## src/source/rv_cfg.svh

```systemverilog
`ifndef RV_CFG_SVH
`define RV_CFG_SVH

// first fetch address out of reset
`define RV_RESET_PC 32'h0000_0000

// architectural integer registers
`define RV_NUM_REGS 32

// depth in words of each memory model
`define RV_MEM_WORDS 256

`endif
```

## src/source/rv_pkg.sv

```systemverilog
package rv_pkg;

    typedef logic [31:0] word_t;
    typedef logic [4:0]  reg_addr_t;
    typedef logic [3:0]  alu_ctl_t;

    // top bit selects sub or sra and the low bits follow func3
    localparam alu_ctl_t ALU_ADD  = 4'b0000;
    localparam alu_ctl_t ALU_SLL  = 4'b0001;
    localparam alu_ctl_t ALU_SLT  = 4'b0010;
    localparam alu_ctl_t ALU_SLTU = 4'b0011;
    localparam alu_ctl_t ALU_XOR  = 4'b0100;
    localparam alu_ctl_t ALU_SRL  = 4'b0101;
    localparam alu_ctl_t ALU_OR   = 4'b0110;
    localparam alu_ctl_t ALU_AND  = 4'b0111;
    localparam alu_ctl_t ALU_SUB  = 4'b1000;
    localparam alu_ctl_t ALU_SRA  = 4'b1101;
    localparam alu_ctl_t ALU_PASS = 4'b1111;

    // rv32i major opcodes
    localparam logic [6:0] OPC_OP     = 7'b0110011;
    localparam logic [6:0] OPC_OP_IMM = 7'b0010011;
    localparam logic [6:0] OPC_LUI    = 7'b0110111;
    localparam logic [6:0] OPC_AUIPC  = 7'b0010111;
    localparam logic [6:0] OPC_LOAD   = 7'b0000011;
    localparam logic [6:0] OPC_STORE  = 7'b0100011;
    localparam logic [6:0] OPC_BRANCH = 7'b1100011;
    localparam logic [6:0] OPC_JAL    = 7'b1101111;
    localparam logic [6:0] OPC_JALR   = 7'b1100111;

endpackage

```

## src/source/rv_core.sv

```systemverilog
`timescale 1ns/1ps

module rv_core import rv_pkg::*; (
    input  logic  clk,
    input  logic  rst_i,
    input  word_t instr_i,
    input  word_t load_data_i,

    output word_t rom_addr_o,
    output word_t ram_addr_o,
    output word_t store_data_o,
    output logic  r_en_o,
    output logic  w_en_o,
    output logic  stat_flush_o
);

    logic [6:0] opcode;
    logic [2:0] func3;
    logic       func7;
    logic       alu_src_pc, alu_src_imm;
    alu_ctl_t   alu_ctl;
    logic       is_branch, jal, jalr;
    logic       reg_write, mem_read, mem_write;

    datapath datapath_inst (
        .clk           (clk),
        .rst_i         (rst_i),
        .instr_i       (instr_i),
        .load_data_i   (load_data_i),
        .alu_src_pc_i  (alu_src_pc),
        .alu_src_imm_i (alu_src_imm),
        .alu_ctl_i     (alu_ctl),
        .is_branch_i   (is_branch),
        .jal_i         (jal),
        .jalr_i        (jalr),
        .reg_write_i   (reg_write),
        .mem_read_i    (mem_read),
        .mem_write_i   (mem_write),
        .opcode_o      (opcode),
        .func3_o       (func3),
        .func7_o       (func7),
        .rom_addr_o    (rom_addr_o),
        .ram_addr_o    (ram_addr_o),
        .store_data_o  (store_data_o),
        .r_en_o        (r_en_o),
        .w_en_o        (w_en_o),
        .stat_flush_o  (stat_flush_o)
    );

    control_unit control_unit_inst (
        .opcode_i      (opcode),
        .func3_i       (func3),
        .func7_i       (func7),
        .alu_src_pc_o  (alu_src_pc),
        .alu_src_imm_o (alu_src_imm),
        .alu_ctl_o     (alu_ctl),
        .is_branch_o   (is_branch),
        .jal_o         (jal),
        .jalr_o        (jalr),
        .reg_write_o   (reg_write),
        .mem_read_o    (mem_read),
        .mem_write_o   (mem_write)
    );

endmodule

```

## src/source/datapath.sv

```systemverilog
`timescale 1ns/1ps

module datapath import rv_pkg::*; (
    input  logic       clk,
    input  logic       rst_i,
    input  word_t      instr_i,
    input  word_t      load_data_i,

    input  logic       alu_src_pc_i,
    input  logic       alu_src_imm_i,
    input  alu_ctl_t   alu_ctl_i,
    input  logic       is_branch_i,
    input  logic       jal_i,
    input  logic       jalr_i,
    input  logic       reg_write_i,
    input  logic       mem_read_i,
    input  logic       mem_write_i,

    output logic [6:0] opcode_o,
    output logic [2:0] func3_o,
    output logic       func7_o,
    output word_t      rom_addr_o,
    output word_t      ram_addr_o,
    output word_t      store_data_o,
    output logic       r_en_o,
    output logic       w_en_o,
    output logic       stat_flush_o
);

    logic       stall;
    logic       flush;
    word_t      target;
    word_t      pc;

    word_t      if_id_pc;
    word_t      if_id_instr;

    word_t      id_rs1_data, id_rs2_data, id_imm;
    reg_addr_t  id_rs1, id_rs2, id_rd;

    word_t      id_ex_pc, id_ex_rs1_data, id_ex_rs2_data, id_ex_imm;
    reg_addr_t  id_ex_rs1, id_ex_rs2, id_ex_rd;
    logic [2:0] id_ex_func3;
    logic       id_ex_alu_src_pc, id_ex_alu_src_imm;
    alu_ctl_t   id_ex_alu_ctl;
    logic       id_ex_is_branch, id_ex_jal, id_ex_jalr;
    logic       id_ex_reg_write, id_ex_mem_read, id_ex_mem_write;

    word_t      ex_result, ex_store_data;

    word_t      ex_mem_result, ex_mem_store_data;
    reg_addr_t  ex_mem_rd;
    logic       ex_mem_reg_write, ex_mem_mem_read, ex_mem_mem_write;

    word_t      mem_data;
    word_t      mem_wb_data;
    reg_addr_t  mem_wb_rd;
    logic       mem_wb_reg_write;

    if_stage if_stage_inst (
        .clk        (clk),
        .rst_i      (rst_i),
        .stall_i    (stall),
        .redirect_i (flush),
        .target_i   (target),
        .pc_o       (pc)
    );

    assign rom_addr_o = pc;

    ///////////////////////////////////////////////////////////////////////
    // if/id

    always_ff @(posedge clk) begin
        if (rst_i || flush) begin
            if_id_instr <= '0;
        end else if (!stall) begin
            if_id_instr <= instr_i;
        end
    end

    always_ff @(posedge clk) begin
        if (!stall) begin
            if_id_pc <= pc;
        end
    end

    assign opcode_o = if_id_instr[6:0];
    assign func3_o  = if_id_instr[14:12];
    assign func7_o  = if_id_instr[30];

    id_stage id_stage_inst (
        .clk           (clk),
        .rst_i         (rst_i),
        .instr_i       (if_id_instr),
        .wb_en_i       (mem_wb_reg_write),
        .wb_rd_i       (mem_wb_rd),
        .wb_data_i     (mem_wb_data),
        .ex_mem_read_i (id_ex_mem_read),
        .ex_rd_i       (id_ex_rd),
        .rs1_data_o    (id_rs1_data),
        .rs2_data_o    (id_rs2_data),
        .imm_o         (id_imm),
        .rs1_o         (id_rs1),
        .rs2_o         (id_rs2),
        .rd_o          (id_rd),
        .stall_o       (stall)
    );

    ///////////////////////////////////////////////////////////////////////
    // id/ex

    // stall or flush turns the slot into a bubble
    always_ff @(posedge clk) begin
        if (rst_i || flush || stall) begin
            id_ex_alu_src_pc  <= 1'b0;
            id_ex_alu_src_imm <= 1'b0;
            id_ex_alu_ctl     <= ALU_ADD;
            id_ex_is_branch   <= 1'b0;
            id_ex_jal         <= 1'b0;
            id_ex_jalr        <= 1'b0;
            id_ex_reg_write   <= 1'b0;
            id_ex_mem_read    <= 1'b0;
            id_ex_mem_write   <= 1'b0;
        end else begin
            id_ex_alu_src_pc  <= alu_src_pc_i;
            id_ex_alu_src_imm <= alu_src_imm_i;
            id_ex_alu_ctl     <= alu_ctl_i;
            id_ex_is_branch   <= is_branch_i;
            id_ex_jal         <= jal_i;
            id_ex_jalr        <= jalr_i;
            id_ex_reg_write   <= reg_write_i;
            id_ex_mem_read    <= mem_read_i;
            id_ex_mem_write   <= mem_write_i;
        end
    end

    always_ff @(posedge clk) begin
        id_ex_pc       <= if_id_pc;
        id_ex_rs1_data <= id_rs1_data;
        id_ex_rs2_data <= id_rs2_data;
        id_ex_imm      <= id_imm;
        id_ex_rs1      <= id_rs1;
        id_ex_rs2      <= id_rs2;
        id_ex_rd       <= id_rd;
        id_ex_func3    <= if_id_instr[14:12];
    end

    ex_stage ex_stage_inst (
        .pc_i            (id_ex_pc),
        .rs1_data_i      (id_ex_rs1_data),
        .rs2_data_i      (id_ex_rs2_data),
        .imm_i           (id_ex_imm),
        .rs1_i           (id_ex_rs1),
        .rs2_i           (id_ex_rs2),
        .func3_i         (id_ex_func3),
        .alu_src_pc_i    (id_ex_alu_src_pc),
        .alu_src_imm_i   (id_ex_alu_src_imm),
        .alu_ctl_i       (id_ex_alu_ctl),
        .is_branch_i     (id_ex_is_branch),
        .jal_i           (id_ex_jal),
        .jalr_i          (id_ex_jalr),
        .mem_rd_i        (ex_mem_rd),
        .mem_reg_write_i (ex_mem_reg_write),
        .mem_result_i    (ex_mem_result),
        .wb_rd_i         (mem_wb_rd),
        .wb_reg_write_i  (mem_wb_reg_write),
        .wb_data_i       (mem_wb_data),
        .result_o        (ex_result),
        .store_data_o    (ex_store_data),
        .redirect_o      (flush),
        .target_o        (target)
    );

    assign stat_flush_o = flush;

    ///////////////////////////////////////////////////////////////////////
    // ex/mem and mem/wb

    always_ff @(posedge clk) begin
        if (rst_i) begin
            ex_mem_reg_write <= 1'b0;
            ex_mem_mem_read  <= 1'b0;
            ex_mem_mem_write <= 1'b0;
            mem_wb_reg_write <= 1'b0;
        end else begin
            ex_mem_reg_write <= id_ex_reg_write;
            ex_mem_mem_read  <= id_ex_mem_read;
            ex_mem_mem_write <= id_ex_mem_write;
            mem_wb_reg_write <= ex_mem_reg_write;
        end
    end

    always_ff @(posedge clk) begin
        ex_mem_result     <= ex_result;
        ex_mem_store_data <= ex_store_data;
        ex_mem_rd         <= id_ex_rd;
        mem_wb_data       <= mem_data;
        mem_wb_rd         <= ex_mem_rd;
    end

    // load data or alu result heads to write-back
    assign mem_data = ex_mem_mem_read ? load_data_i : ex_mem_result;

    assign r_en_o       = ex_mem_mem_read;
    assign w_en_o       = ex_mem_mem_write;
    assign ram_addr_o   = ex_mem_result;
    assign store_data_o = ex_mem_store_data;

endmodule

```

## src/source/ex_stage.sv

```systemverilog
`timescale 1ns/1ps

module ex_stage import rv_pkg::*; (
    input  word_t      pc_i,
    input  word_t      rs1_data_i,
    input  word_t      rs2_data_i,
    input  word_t      imm_i,
    input  reg_addr_t  rs1_i,
    input  reg_addr_t  rs2_i,
    input  logic [2:0] func3_i,

    input  logic       alu_src_pc_i,
    input  logic       alu_src_imm_i,
    input  alu_ctl_t   alu_ctl_i,
    input  logic       is_branch_i,
    input  logic       jal_i,
    input  logic       jalr_i,

    input  reg_addr_t  mem_rd_i,
    input  logic       mem_reg_write_i,
    input  word_t      mem_result_i,
    input  reg_addr_t  wb_rd_i,
    input  logic       wb_reg_write_i,
    input  word_t      wb_data_i,

    output word_t      result_o,
    output word_t      store_data_o,
    output logic       redirect_o,
    output word_t      target_o
);

    word_t fwd_a;
    word_t fwd_b;
    word_t op_a;
    word_t op_b;
    word_t alu_out;
    logic  taken;

    // newest producer first
    assign fwd_a = (mem_reg_write_i && mem_rd_i != '0 && mem_rd_i == rs1_i) ? mem_result_i :
                   (wb_reg_write_i && wb_rd_i != '0 && wb_rd_i == rs1_i) ? wb_data_i :
                   rs1_data_i;
    assign fwd_b = (mem_reg_write_i && mem_rd_i != '0 && mem_rd_i == rs2_i) ? mem_result_i :
                   (wb_reg_write_i && wb_rd_i != '0 && wb_rd_i == rs2_i) ? wb_data_i :
                   rs2_data_i;

    assign op_a = alu_src_pc_i ? pc_i : fwd_a;
    assign op_b = alu_src_imm_i ? imm_i : fwd_b;

    always_comb begin
        case (alu_ctl_i)
            ALU_ADD:  alu_out = op_a + op_b;
            ALU_SUB:  alu_out = op_a - op_b;
            ALU_SLL:  alu_out = op_a << op_b[4:0];
            ALU_SLT:  alu_out = {31'b0, $signed(op_a) < $signed(op_b)};
            ALU_SLTU: alu_out = {31'b0, op_a < op_b};
            ALU_XOR:  alu_out = op_a ^ op_b;
            ALU_SRL:  alu_out = op_a >> op_b[4:0];
            ALU_SRA:  alu_out = word_t'($signed(op_a) >>> op_b[4:0]);
            ALU_OR:   alu_out = op_a | op_b;
            ALU_AND:  alu_out = op_a & op_b;
            ALU_PASS: alu_out = op_b;
            default:  alu_out = '0;
        endcase
    end

    // link value for jal and jalr
    assign result_o     = (jal_i || jalr_i) ? pc_i + 32'd4 : alu_out;
    assign store_data_o = fwd_b;

    always_comb begin
        case (func3_i)
            3'b000:  taken = (fwd_a == fwd_b);
            3'b001:  taken = (fwd_a != fwd_b);
            3'b100:  taken = ($signed(fwd_a) < $signed(fwd_b));
            3'b101:  taken = ($signed(fwd_a) >= $signed(fwd_b));
            3'b110:  taken = (fwd_a < fwd_b);
            3'b111:  taken = (fwd_a >= fwd_b);
            default: taken = 1'b0;
        endcase
    end

    assign redirect_o = (is_branch_i && taken) || jal_i || jalr_i;
    assign target_o   = jalr_i ? ((fwd_a + imm_i) & ~32'd1) : pc_i + imm_i;

endmodule

```

## src/source/id_stage.sv

```systemverilog
`timescale 1ns/1ps
`include "rv_cfg.svh"

module id_stage import rv_pkg::*; (
    input  logic      clk,
    input  logic      rst_i,
    input  word_t     instr_i,
    input  logic      wb_en_i,
    input  reg_addr_t wb_rd_i,
    input  word_t     wb_data_i,
    input  logic      ex_mem_read_i,
    input  reg_addr_t ex_rd_i,

    output word_t     rs1_data_o,
    output word_t     rs2_data_o,
    output word_t     imm_o,
    output reg_addr_t rs1_o,
    output reg_addr_t rs2_o,
    output reg_addr_t rd_o,
    output logic      stall_o
);

    word_t      regs [`RV_NUM_REGS];
    logic [6:0] opcode;
    logic       use_rs1;
    logic       use_rs2;

    assign opcode = instr_i[6:0];
    assign rs1_o  = instr_i[19:15];
    assign rs2_o  = instr_i[24:20];
    assign rd_o   = instr_i[11:7];

    always_ff @(posedge clk) begin
        if (rst_i) begin
            for (int i = 0; i < `RV_NUM_REGS; i++) begin
                regs[i] <= '0;
            end
        end else if (wb_en_i && wb_rd_i != '0) begin
            regs[wb_rd_i] <= wb_data_i;
        end
    end

    // write-first so wb and id can share a cycle
    assign rs1_data_o = (rs1_o == '0) ? '0 :
                        (wb_en_i && wb_rd_i == rs1_o) ? wb_data_i : regs[rs1_o];
    assign rs2_data_o = (rs2_o == '0) ? '0 :
                        (wb_en_i && wb_rd_i == rs2_o) ? wb_data_i : regs[rs2_o];

    always_comb begin
        case (opcode)
            OPC_OP_IMM, OPC_LOAD, OPC_JALR:
                imm_o = {{20{instr_i[31]}}, instr_i[31:20]};
            OPC_STORE:
                imm_o = {{20{instr_i[31]}}, instr_i[31:25], instr_i[11:7]};
            OPC_BRANCH:
                imm_o = {{19{instr_i[31]}}, instr_i[31], instr_i[7], instr_i[30:25],
                         instr_i[11:8], 1'b0};
            OPC_LUI, OPC_AUIPC:
                imm_o = {instr_i[31:12], 12'b0};
            OPC_JAL:
                imm_o = {{11{instr_i[31]}}, instr_i[31], instr_i[19:12], instr_i[20],
                         instr_i[30:21], 1'b0};
            default:
                imm_o = '0;
        endcase
    end

    ///////////////////////////////////////////////////////////////////////
    // load-use detection

    assign use_rs1 = !(opcode == OPC_LUI || opcode == OPC_AUIPC || opcode == OPC_JAL);
    assign use_rs2 = (opcode == OPC_OP) || (opcode == OPC_STORE) || (opcode == OPC_BRANCH);

    assign stall_o = ex_mem_read_i && (ex_rd_i != '0) &&
                     ((use_rs1 && ex_rd_i == rs1_o) || (use_rs2 && ex_rd_i == rs2_o));

endmodule

```

## src/source/if_stage.sv

```systemverilog
`timescale 1ns/1ps
`include "rv_cfg.svh"

module if_stage import rv_pkg::*; (
    input  logic  clk,
    input  logic  rst_i,
    input  logic  stall_i,
    input  logic  redirect_i,
    input  word_t target_i,
    output word_t pc_o
);

    word_t pc_q;

    // redirect from ex wins over a load-use hold
    always_ff @(posedge clk) begin
        if (rst_i) begin
            pc_q <= `RV_RESET_PC;
        end else if (redirect_i) begin
            pc_q <= target_i;
        end else if (!stall_i) begin
            pc_q <= pc_q + 32'd4;
        end
    end

    assign pc_o = pc_q;

endmodule

```

## src/source/control_unit.sv

```systemverilog
`timescale 1ns/1ps

module control_unit import rv_pkg::*; (
    input  logic [6:0] opcode_i,
    input  logic [2:0] func3_i,
    input  logic       func7_i,

    output logic       alu_src_pc_o,
    output logic       alu_src_imm_o,
    output alu_ctl_t   alu_ctl_o,
    output logic       is_branch_o,
    output logic       jal_o,
    output logic       jalr_o,
    output logic       reg_write_o,
    output logic       mem_read_o,
    output logic       mem_write_o
);

    always_comb begin
        // unknown opcodes fall through as a no-op
        alu_src_pc_o  = 1'b0;
        alu_src_imm_o = 1'b0;
        alu_ctl_o     = ALU_ADD;
        is_branch_o   = 1'b0;
        jal_o         = 1'b0;
        jalr_o        = 1'b0;
        reg_write_o   = 1'b0;
        mem_read_o    = 1'b0;
        mem_write_o   = 1'b0;

        case (opcode_i)
            OPC_OP: begin
                alu_ctl_o   = {func7_i, func3_i};
                reg_write_o = 1'b1;
            end
            OPC_OP_IMM: begin
                // only srai borrows bit 30, addi has no subtract form
                alu_ctl_o     = {func7_i & (func3_i == 3'b101), func3_i};
                alu_src_imm_o = 1'b1;
                reg_write_o   = 1'b1;
            end
            OPC_LUI: begin
                alu_ctl_o     = ALU_PASS;
                alu_src_imm_o = 1'b1;
                reg_write_o   = 1'b1;
            end
            OPC_AUIPC: begin
                alu_src_pc_o  = 1'b1;
                alu_src_imm_o = 1'b1;
                reg_write_o   = 1'b1;
            end
            OPC_LOAD: begin
                alu_src_imm_o = 1'b1;
                reg_write_o   = 1'b1;
                mem_read_o    = 1'b1;
            end
            OPC_STORE: begin
                alu_src_imm_o = 1'b1;
                mem_write_o   = 1'b1;
            end
            OPC_BRANCH: is_branch_o = 1'b1;
            OPC_JAL: begin
                jal_o       = 1'b1;
                reg_write_o = 1'b1;
            end
            OPC_JALR: begin
                jalr_o      = 1'b1;
                reg_write_o = 1'b1;
            end
            default: ;
        endcase
    end

endmodule

```

## config.mk

```make
export PLATFORM = sky130hd
export DESIGN_NAME = rv_core
export DESIGN_NICKNAME = d
export VERILOG_FILES = /design/src/source/rv_pkg.sv /design/src/source/rv_core.sv /design/src/source/datapath.sv /design/src/source/ex_stage.sv /design/src/source/id_stage.sv /design/src/source/if_stage.sv /design/src/source/control_unit.sv
export VERILOG_INCLUDE_DIRS = /design/src /design/src/source
export SDC_FILE = /design/constraint.sdc
export NUM_CORES = 2
export LEC_CHECK = 0
export BUFFER_PORTS_ARGS = -buffer_cell sky130_fd_sc_hd__buf_4
export CAP_MARGIN = 15
export CORE_MARGIN = 2
export CORE_UTILIZATION = 45
export DETAILED_ROUTE_END_ITERATION = 8
export MAX_ROUTING_LAYER = met4
export RECOVER_POWER = 50
export SLEW_MARGIN = 20
export SYNTH_ARGS = -nofsm -noshare
export SYNTH_HDL_FRONTEND = slang
export SYNTH_HIERARCHICAL = 1
export SYNTH_SLANG_ARGS = --single-unit
```

## constraint.sdc

```tcl
create_clock -name clk -period 7.5 [get_ports clk]
set_clock_uncertainty 0.2 [all_clocks]
set_input_delay 1.5 -clock clk [delete_from_list [all_inputs] [get_ports clk]]
set_output_delay 1.5 -clock clk [all_outputs]
set_load 0.005 [all_outputs]
```

---- Word-level counts from Yosys, hierarchy flattened ----
Memory sizes are Yosys's and may differ from the RTL's. A register that Yosys moved wholly into a read port is not among the register bits.
Index checks and enable logic that the tools add are counted.
storage, ports and cells
  bits of input ports ..................... 66
  word-level logic and storage cells ...... 158
  memories ................................ 1
  bits in registers ....................... 364
  bits in writable memories ............... 1,024
  output and inout port bits .............. 99
cells by class
  multiplexer cells ....................... 37
  equal/unequal tests ..................... 36
  add/subtract/negate cells ............... 6
  reductions and logical operators ........ 36
  shifts and indexed selects .............. 3
  bitwise logic cells ..................... 4
  order comparisons ....................... 6
memories
  memory                            depth  bits a word  read ports  clocked after Yosys merged registers in  wr ports  RTL line        source
  datapath_inst.id_stage_inst.regs  32     32           2           2                                        32        id_stage.sv:23  word_t regs [`RV_NUM_REGS];
operators with widths
  operator                                              number
  two-way mux 32 bit                                    14
  one-hot mux 32 bit (11 select lines)                  1
  one-hot mux 32 bit (5 select lines)                   1
  < comparator 32 bit                                   4
  adder 32 bit                                          3
  adder 32 x 3 -> 32 bit (second input constant)        2
  greater-or-equal comparator 32 bit                    2
  equality test 5 bit                                   8
  AND 32 bit                                            1
  equality test 32 bit                                  1
  inequality test 32 bit                                1
  OR 32 bit                                             1
  OR reduction 32 bit                                   1
  << shifter 32 x 5 -> 32 bit                           1
  >> shifter 32 x 5 -> 32 bit                           1
  >>> shifter 32 x 5 -> 32 bit                          1
  subtractor 32 bit                                     1
  bitwise XOR 32 bit                                    1
  two-way mux 5 bit                                     5
  equality test 7 x 6 -> 1 bit (second input constant)  3
  equality test 7 bit (second input constant)           3
  equality test 4 x 3 -> 1 bit (second input constant)  4
  equality test 3 bit (second input constant)           5
  nonzero test 5 bit                                    3
  other kinds (21)                                      60

---- Logic depth before layout (Yosys ltp) ----
  depth in word-level cells ............... 12
  mapped depth ............................ 27
  mapped depth without buffers ............ 22

---- Modules after synthesis ----
The synthesis kept the hierarchy.
by module, submodules not included
  module        area an instance (um2)  sequential area each (um2)  times used  cells each
  id_stage      55,802.3                30,749.5                    1           3,821
  ex_stage      17,334.1                0.0                         1           2,533
  datapath      8,124.0                 6,966.7                     1           470
  if_stage      1,879.3                 640.6                       1           231
  control_unit  171.4                   0.0                         1           30

---- Least setup slack after synthesis ----
Ideal clock, no wire load.
  path type ............................... register -> output
  from .................................... register datapath_inst.mem_wb_rd[0]
  to ...................................... output port stat_flush_o
  cell stages (with the launch flop) ...... 20
  arrival ................................. 4.601 ns
  path buffers ............................ 1
  slack ................................... 1.199 ns
  data required time ...................... 5.800 ns
  cell sequence ........................... dfxtp_1 > or4_4 > o211ai_2 > nor2_2 > buf_2 > mux2i_1 > o21ai_0 > inv_1 > ha_1 > a21o_1 > a221o_1 > a21o_1 > a21oi_1 > o211ai_1 > a21oi_1 > o221ai_1 > nor2_1 > or4b_2 > a31oi_1 > o41ai_1
on the way
  cells in the longest elaborated chain, start to end .. 10
  elaborated cells between the ends (all ways) .. 20
  classes of those cells .................. 4 x order compare; 4 x eq/ne; 5 x mux; 7 x reduce/logical
ends and longest elaborated chain
  item                                                        RTL line         source
  start: declaration                                          datapath.sv:57   reg_addr_t mem_wb_rd;
  start signal: assignment                                    datapath.sv:199  mem_wb_rd <= ex_mem_rd;
  nonzero test 5 bit                                          ex_stage.sv:44   (wb_reg_write_i && wb_rd_i != '0 && wb_rd_i == rs2_i) ? wb_data_i :
  logical AND 1 bit                                           ex_stage.sv:44
  logical AND 1 bit *                                         ex_stage.sv:44
  two-way mux 32 bit *                                        ex_stage.sv:44
  two-way mux 32 bit *                                        ex_stage.sv:43   assign fwd_b = (mem_reg_write_i && mem_rd_i != '0 && mem_rd_i == rs2_i) ? mem_result_i :
  via datapath_inst.ex_store_data[10]                         datapath.sv:49   word_t ex_result, ex_store_data;
  greater-or-equal comparator 32 bit (tied with other cells)  ex_stage.sv:78   3'b111: taken = (fwd_a >= fwd_b);
  one-hot mux 1 bit (6 select lines) *                        ex_stage.sv:72   case (func3_i)
  logical AND 1 bit *                                         ex_stage.sv:83   assign redirect_o = (is_branch_i && taken) || jal_i || jalr_i;
  logical OR 1 bit * (2 in a row)                             ex_stage.sv:83
  end: declaration                                            rv_core.sv:14    output logic stat_flush_o
The timed path passes the listed nets; every way through them passes the cells marked *.

==> Flow_metrics.wiki <==
{| class="wikitable"
! Metric !! Value
|-
| Outcome || finished, violations left
|-
| Failing checks || max-capacitance violations, max-slew violations
|-
| Clock H-tree levels || 4
|-
| Avg Cell Area, Syn || 11.8 sq um
|-
| Multiplexer share of the synthesized area || 18.4%
|-
| Static Leakage || 0.0340 uW
|-
| Length in cells of the worst reg-to-reg path || 21
|-
| Worst Hold Class || flip-flop to flip-flop
|-
| Die area || 189000 sq um
|-
| Global-route wire length before repair || 510000 um
|-
| Setup tns final || 0 ns
|-
| Final-report hold violation count || 0
|-
| Global routing usage on met3 || 8.23%
|-
| Number of nets in the finished design || 7441
|-
| Buffers from clock root to sink, at most || 3
|-
| Fraction of met2 tracks used by global routing || 62.5%
|-
| Crit path arrival time || 7.66 ns
|-
| Total length of routed wires || 373000 um
|-
| CTS clk-pin slew, worst paths || 0.07 ns
|-
| Drt pass-1 iters || 6
|-
| Placeable core region || 183000 sq um
|-
| Kind of end point of the critical path || flip-flop
|-
| Worst reg2reg setup slack || 0.72 ns
|-
| Final critical-path required period || 7.40 ns
|-
| Fraction of layout instances using a drive strength above 1 || 19.8%
|-
| Routed wire per std cell || 38.1 um
|-
| Initial core utilization || 45.4%
|-
| CTS tree || yes
|-
| Dominant combinational cell family by area after synthesis || multiplexers
|-
| Cell Rows || 157
|-
| Buffers on Ports || 164
|-
| Worst Hold Path Cells || 0
|-
| Number of setup violations in the final report || 0
|-
| Total congestion overflow after global routing || 0
|-
| Async SR Flop Fraction || 0%
|-
| Ys Warns || 6
|-
| Number of enable-type register cells in the synthesized netlist || 1056
|-
| Clk Latency, worst-skew pair || 0.85 ns
|-
| Critical Setup Path Class || primary input to flip-flop
|-
| Actual slew at the worst max-slew pin || 3.04 ns
|-
| Final Max Tran Viols || 1331
|-
| HPWL after detailed placement || 260000 um
|-
| Via count of the first global-routing pass || 62509
|-
| Worst hold path endpoint || datapath_inst/id_ex_pc[24]$_DFF_P_
|-
| Simple-gate share of the synthesized area || 15.1%
|-
| Height of the chip || 434 um
|-
| Hold WS || 0.135 ns
|-
| Via total after detailed routing || 64785
|-
| Startpoint kind of the worst setup timing path || primary input
|-
| Final cell count without fillers || 9790
|-
| WP data required || 7.76 ns
|-
| Clock sink count || 1388
|-
| Final design utilization || 50.5%
|-
| Adder-cell share of the synthesized area || 3.01%
|-
| GP Congestion || 1.04
|-
| Leading cell type in the layout, fill and taps excluded || sky130_fd_sc_hd__edfxtp_1
|-
| FILL cells || 16350
|-
| Highest net fanout along the worst path || 74
|-
| Xor and xnor area share after synthesis || 1.56%
|-
| DR iter-0 viols || 8271
|-
| Maximum number of pins on one net before global-route repair || 93
|-
| Area fraction in compound gates after synthesis || 11.4%
|-
| Count of cell types in the netlist || 123
|-
| Number of standard cells after synthesis || 7085
|-
| Gr usage total || 40.1%
|-
| Die width || 434 um
|-
| Clock buffer count from CTS || 160
|-
| P per Cell Area || 249 nW/um^2
|-
| Inst Count DP || 9475
|-
| Min-Delay Startpoint || datapath_inst/if_id_pc[24]$_DFFE_PN_
|-
| Fraction of the yosys area taken by sequential cells || 46.0%
|-
| Hold buffers post-CTS || 0
|-
| Flop and latch count out of synthesis || 1388
|-
| Leading cell types in the layout, fill and taps excluded || sky130_fd_sc_hd__edfxtp_1, sky130_fd_sc_hd__and2_1, sky130_fd_sc_hd__mux4_2
|-
| Initial antenna violation count || 19
|-
| Reg2reg start || datapath_inst/mem_wb_rd[0]$_DFF_P_
|-
| Cell area after synthesis || 83300 sq um
|-
| VDD IR max || 0.000186 V
|-
| Capturing point of the worst reg2reg path || datapath_inst/ram_addr_o[30]$_DFF_P_
|-
| Synth-to-Final Area Change || 11.2%
|-
| Total design power || 23000 uW
|-
| Routing layer with the top usage in global route || met2
|-
| Number of maximum-capacitance violations || 43
|-
| Met1 Usage GRT || 47.6%
|-
| CTS Root Buffer Type || sky130_fd_sc_hd__clkbuf_16
|-
| Top-level I/O count || 165
|-
| Maximum clock rate || 0.135 GHz
|-
| Top_reg_cell synth || sky130_fd_sc_hd__edfxtp_1
|-
| Post-DR vias/cell || 6.62
|-
| Final worst path period share || 98.6%
|-
| RSZ-0062 raised after global routing || false
|-
| DRC violations left || 0
|-
| Max transition margin || -103%
|-
| Count of nets left with antenna violations after detail routing || 0
|}
## timing repair
action	CTS	global route
gates cloned	1	0
resized for setup	3	13
pin swaps	2	2
endpoints found under the setup margin	1	1
hold endpoints to repair	0	0
buffers inserted	1	2
## per-layer routing
metal	part of all wire [%]	routed length, um
met4	8.0	29900
met1	36	135000
met2	46	173000
met5	0	0
met3	9.2	34300
## where the power goes
part | switching (uW) | internal [uW]
Combinational | 3800 | 1810
Clock | 3470 | 4430
Sequential | 821 | 8710
Total | 8090 | 14900
## kinds of logic after synthesis
group | after synthesis
DFF | 1388
adders and majority gates | 198
and+or+nand+nor | 2271
xor gates and xnor gates | 148
other | 1
AOI/OAI and AO/OA | 1341
buffers and inverters | 800
muxes | 938
## synthesized netlist by cell type (28+ instances only)
cell type / n / area (sq um)
sky130_fd_sc_hd__nor2b_1: 44 / 275
sky130_fd_sc_hd__nand2b_1: 39 / 244
sky130_fd_sc_hd__buf_2: 95 / 475
sky130_fd_sc_hd__o22ai_1: 79 / 494
sky130_fd_sc_hd__ha_1: 194 / 2430
sky130_fd_sc_hd__a31oi_1: 73 / 457
sky130_fd_sc_hd__edfxtp_1: 1056 / 31700
sky130_fd_sc_hd__buf_6: 40 / 450
sky130_fd_sc_hd__nand4_1: 91 / 569
sky130_fd_sc_hd__and2_1: 1035 / 6470
sky130_fd_sc_hd__o31ai_1: 53 / 398
sky130_fd_sc_hd__o221a_2: 28 / 315
sky130_fd_sc_hd__nor4_1: 29 / 181
sky130_fd_sc_hd__clkbuf_1: 375 / 1410
sky130_fd_sc_hd__or3_1: 31 / 194
sky130_fd_sc_hd__inv_1: 170 / 638
sky130_fd_sc_hd__xor2_1: 55 / 482
sky130_fd_sc_hd__a21o_1: 64 / 480
sky130_fd_sc_hd__nor3_1: 93 / 465
sky130_fd_sc_hd__nand3_1: 88 / 440
sky130_fd_sc_hd__buf_1: 30 / 113
sky130_fd_sc_hd__a221oi_1: 34 / 298
sky130_fd_sc_hd__nor2_1: 313 / 1170
sky130_fd_sc_hd__o21ai_0: 194 / 971
sky130_fd_sc_hd__nand2_1: 336 / 1260
sky130_fd_sc_hd__a211oi_1: 46 / 345
sky130_fd_sc_hd__mux2i_1: 362 / 3620
sky130_fd_sc_hd__a21oi_1: 241 / 1210
sky130_fd_sc_hd__buf_4: 74 / 556
sky130_fd_sc_hd__dfxtp_1: 332 / 6650
sky130_fd_sc_hd__mux2_2: 99 / 1110
sky130_fd_sc_hd__a22oi_1: 168 / 1260
sky130_fd_sc_hd__o211ai_1: 44 / 330
sky130_fd_sc_hd__or2_2: 43 / 269
sky130_fd_sc_hd__xnor2_1: 93 / 815
sky130_fd_sc_hd__o221ai_1: 51 / 447
sky130_fd_sc_hd__mux4_2: 451 / 10200
## critical path: stages
cell and delay [ns]:
sky130_fd_sc_hd__clkbuf_1 1.68, sky130_fd_sc_hd__clkbuf_2 2.06, sky130_fd_sc_hd__or2_0 1.69, sky130_fd_sc_hd__buf_4 0.60
## area by class of cell
type,instances,area [sq um],share of cell area [%]
well taps,2464,3080,3.33
diodes,16,40.0,0.0432
clock inverters,90,881,0.951
flip-flops and latches,1388,38400,41.4
repair buffers,517,3730,4.03
inverters,181,687,0.741
clock buffers,205,4320,4.66
multi-input cells,4929,41600,44.8
## through the flow
stage	instance area (sq um)	setup slack [ns]
2_1_floorplan	83400	1.20
3_3_place_gp	87700	0.449
3_5_place_dp	87700	0.404
4_1_cts	92900	0.0458
5_1_grt	92700	0.000299
6_report	92700	0.105
## sequential cells by signal (all words and copies together) (netlist names), 5 cells and up
signal                            flops
datapath_inst/id_ex_rs2_data         32
datapath_inst/id_ex_rd                5
datapath_inst/if_stage_inst/pc_o     32
datapath_inst/id_ex_imm              32
datapath_inst/id_ex_pc               32
datapath_inst/mem_wb_rd               5
datapath_inst/id_stage_inst/regs   1024
datapath_inst/mem_wb_data            32
datapath_inst/if_id_instr            32
datapath_inst/if_id_pc               32
datapath_inst/id_ex_rs2               5
datapath_inst/ex_mem_rd               5
datapath_inst/id_ex_rs1_data         32
datapath_inst/ram_addr_o             32
datapath_inst/id_ex_rs1               5
datapath_inst/store_data_o           32
## worst max-delay path by stage
stage | startpoint | end | slack (ns) | depth (start not counted)
finish | rst_i | datapath_inst/id_stage_inst/regs[25][16]$_SDFFCE_PN0P_ | 0.10 | 4
global route | datapath_inst/ex_mem_rd[1]$_DFF_P_ | stat_flush_o | 0.0003 | 16
CTS | datapath_inst/ex_mem_rd[2]$_DFF_P_ | stat_flush_o | 0.05 | 17
detailed placement | datapath_inst/ex_mem_rd[0]$_DFF_P_ | stat_flush_o | 0.40 | 20
global placement | datapath_inst/ex_mem_rd[0]$_DFF_P_ | stat_flush_o | 0.45 | 20
floorplan | datapath_inst/mem_wb_rd[0]$_DFF_P_ | stat_flush_o | 1.20 | 19
No activity file was read; power rests on OpenSTA's default activity.
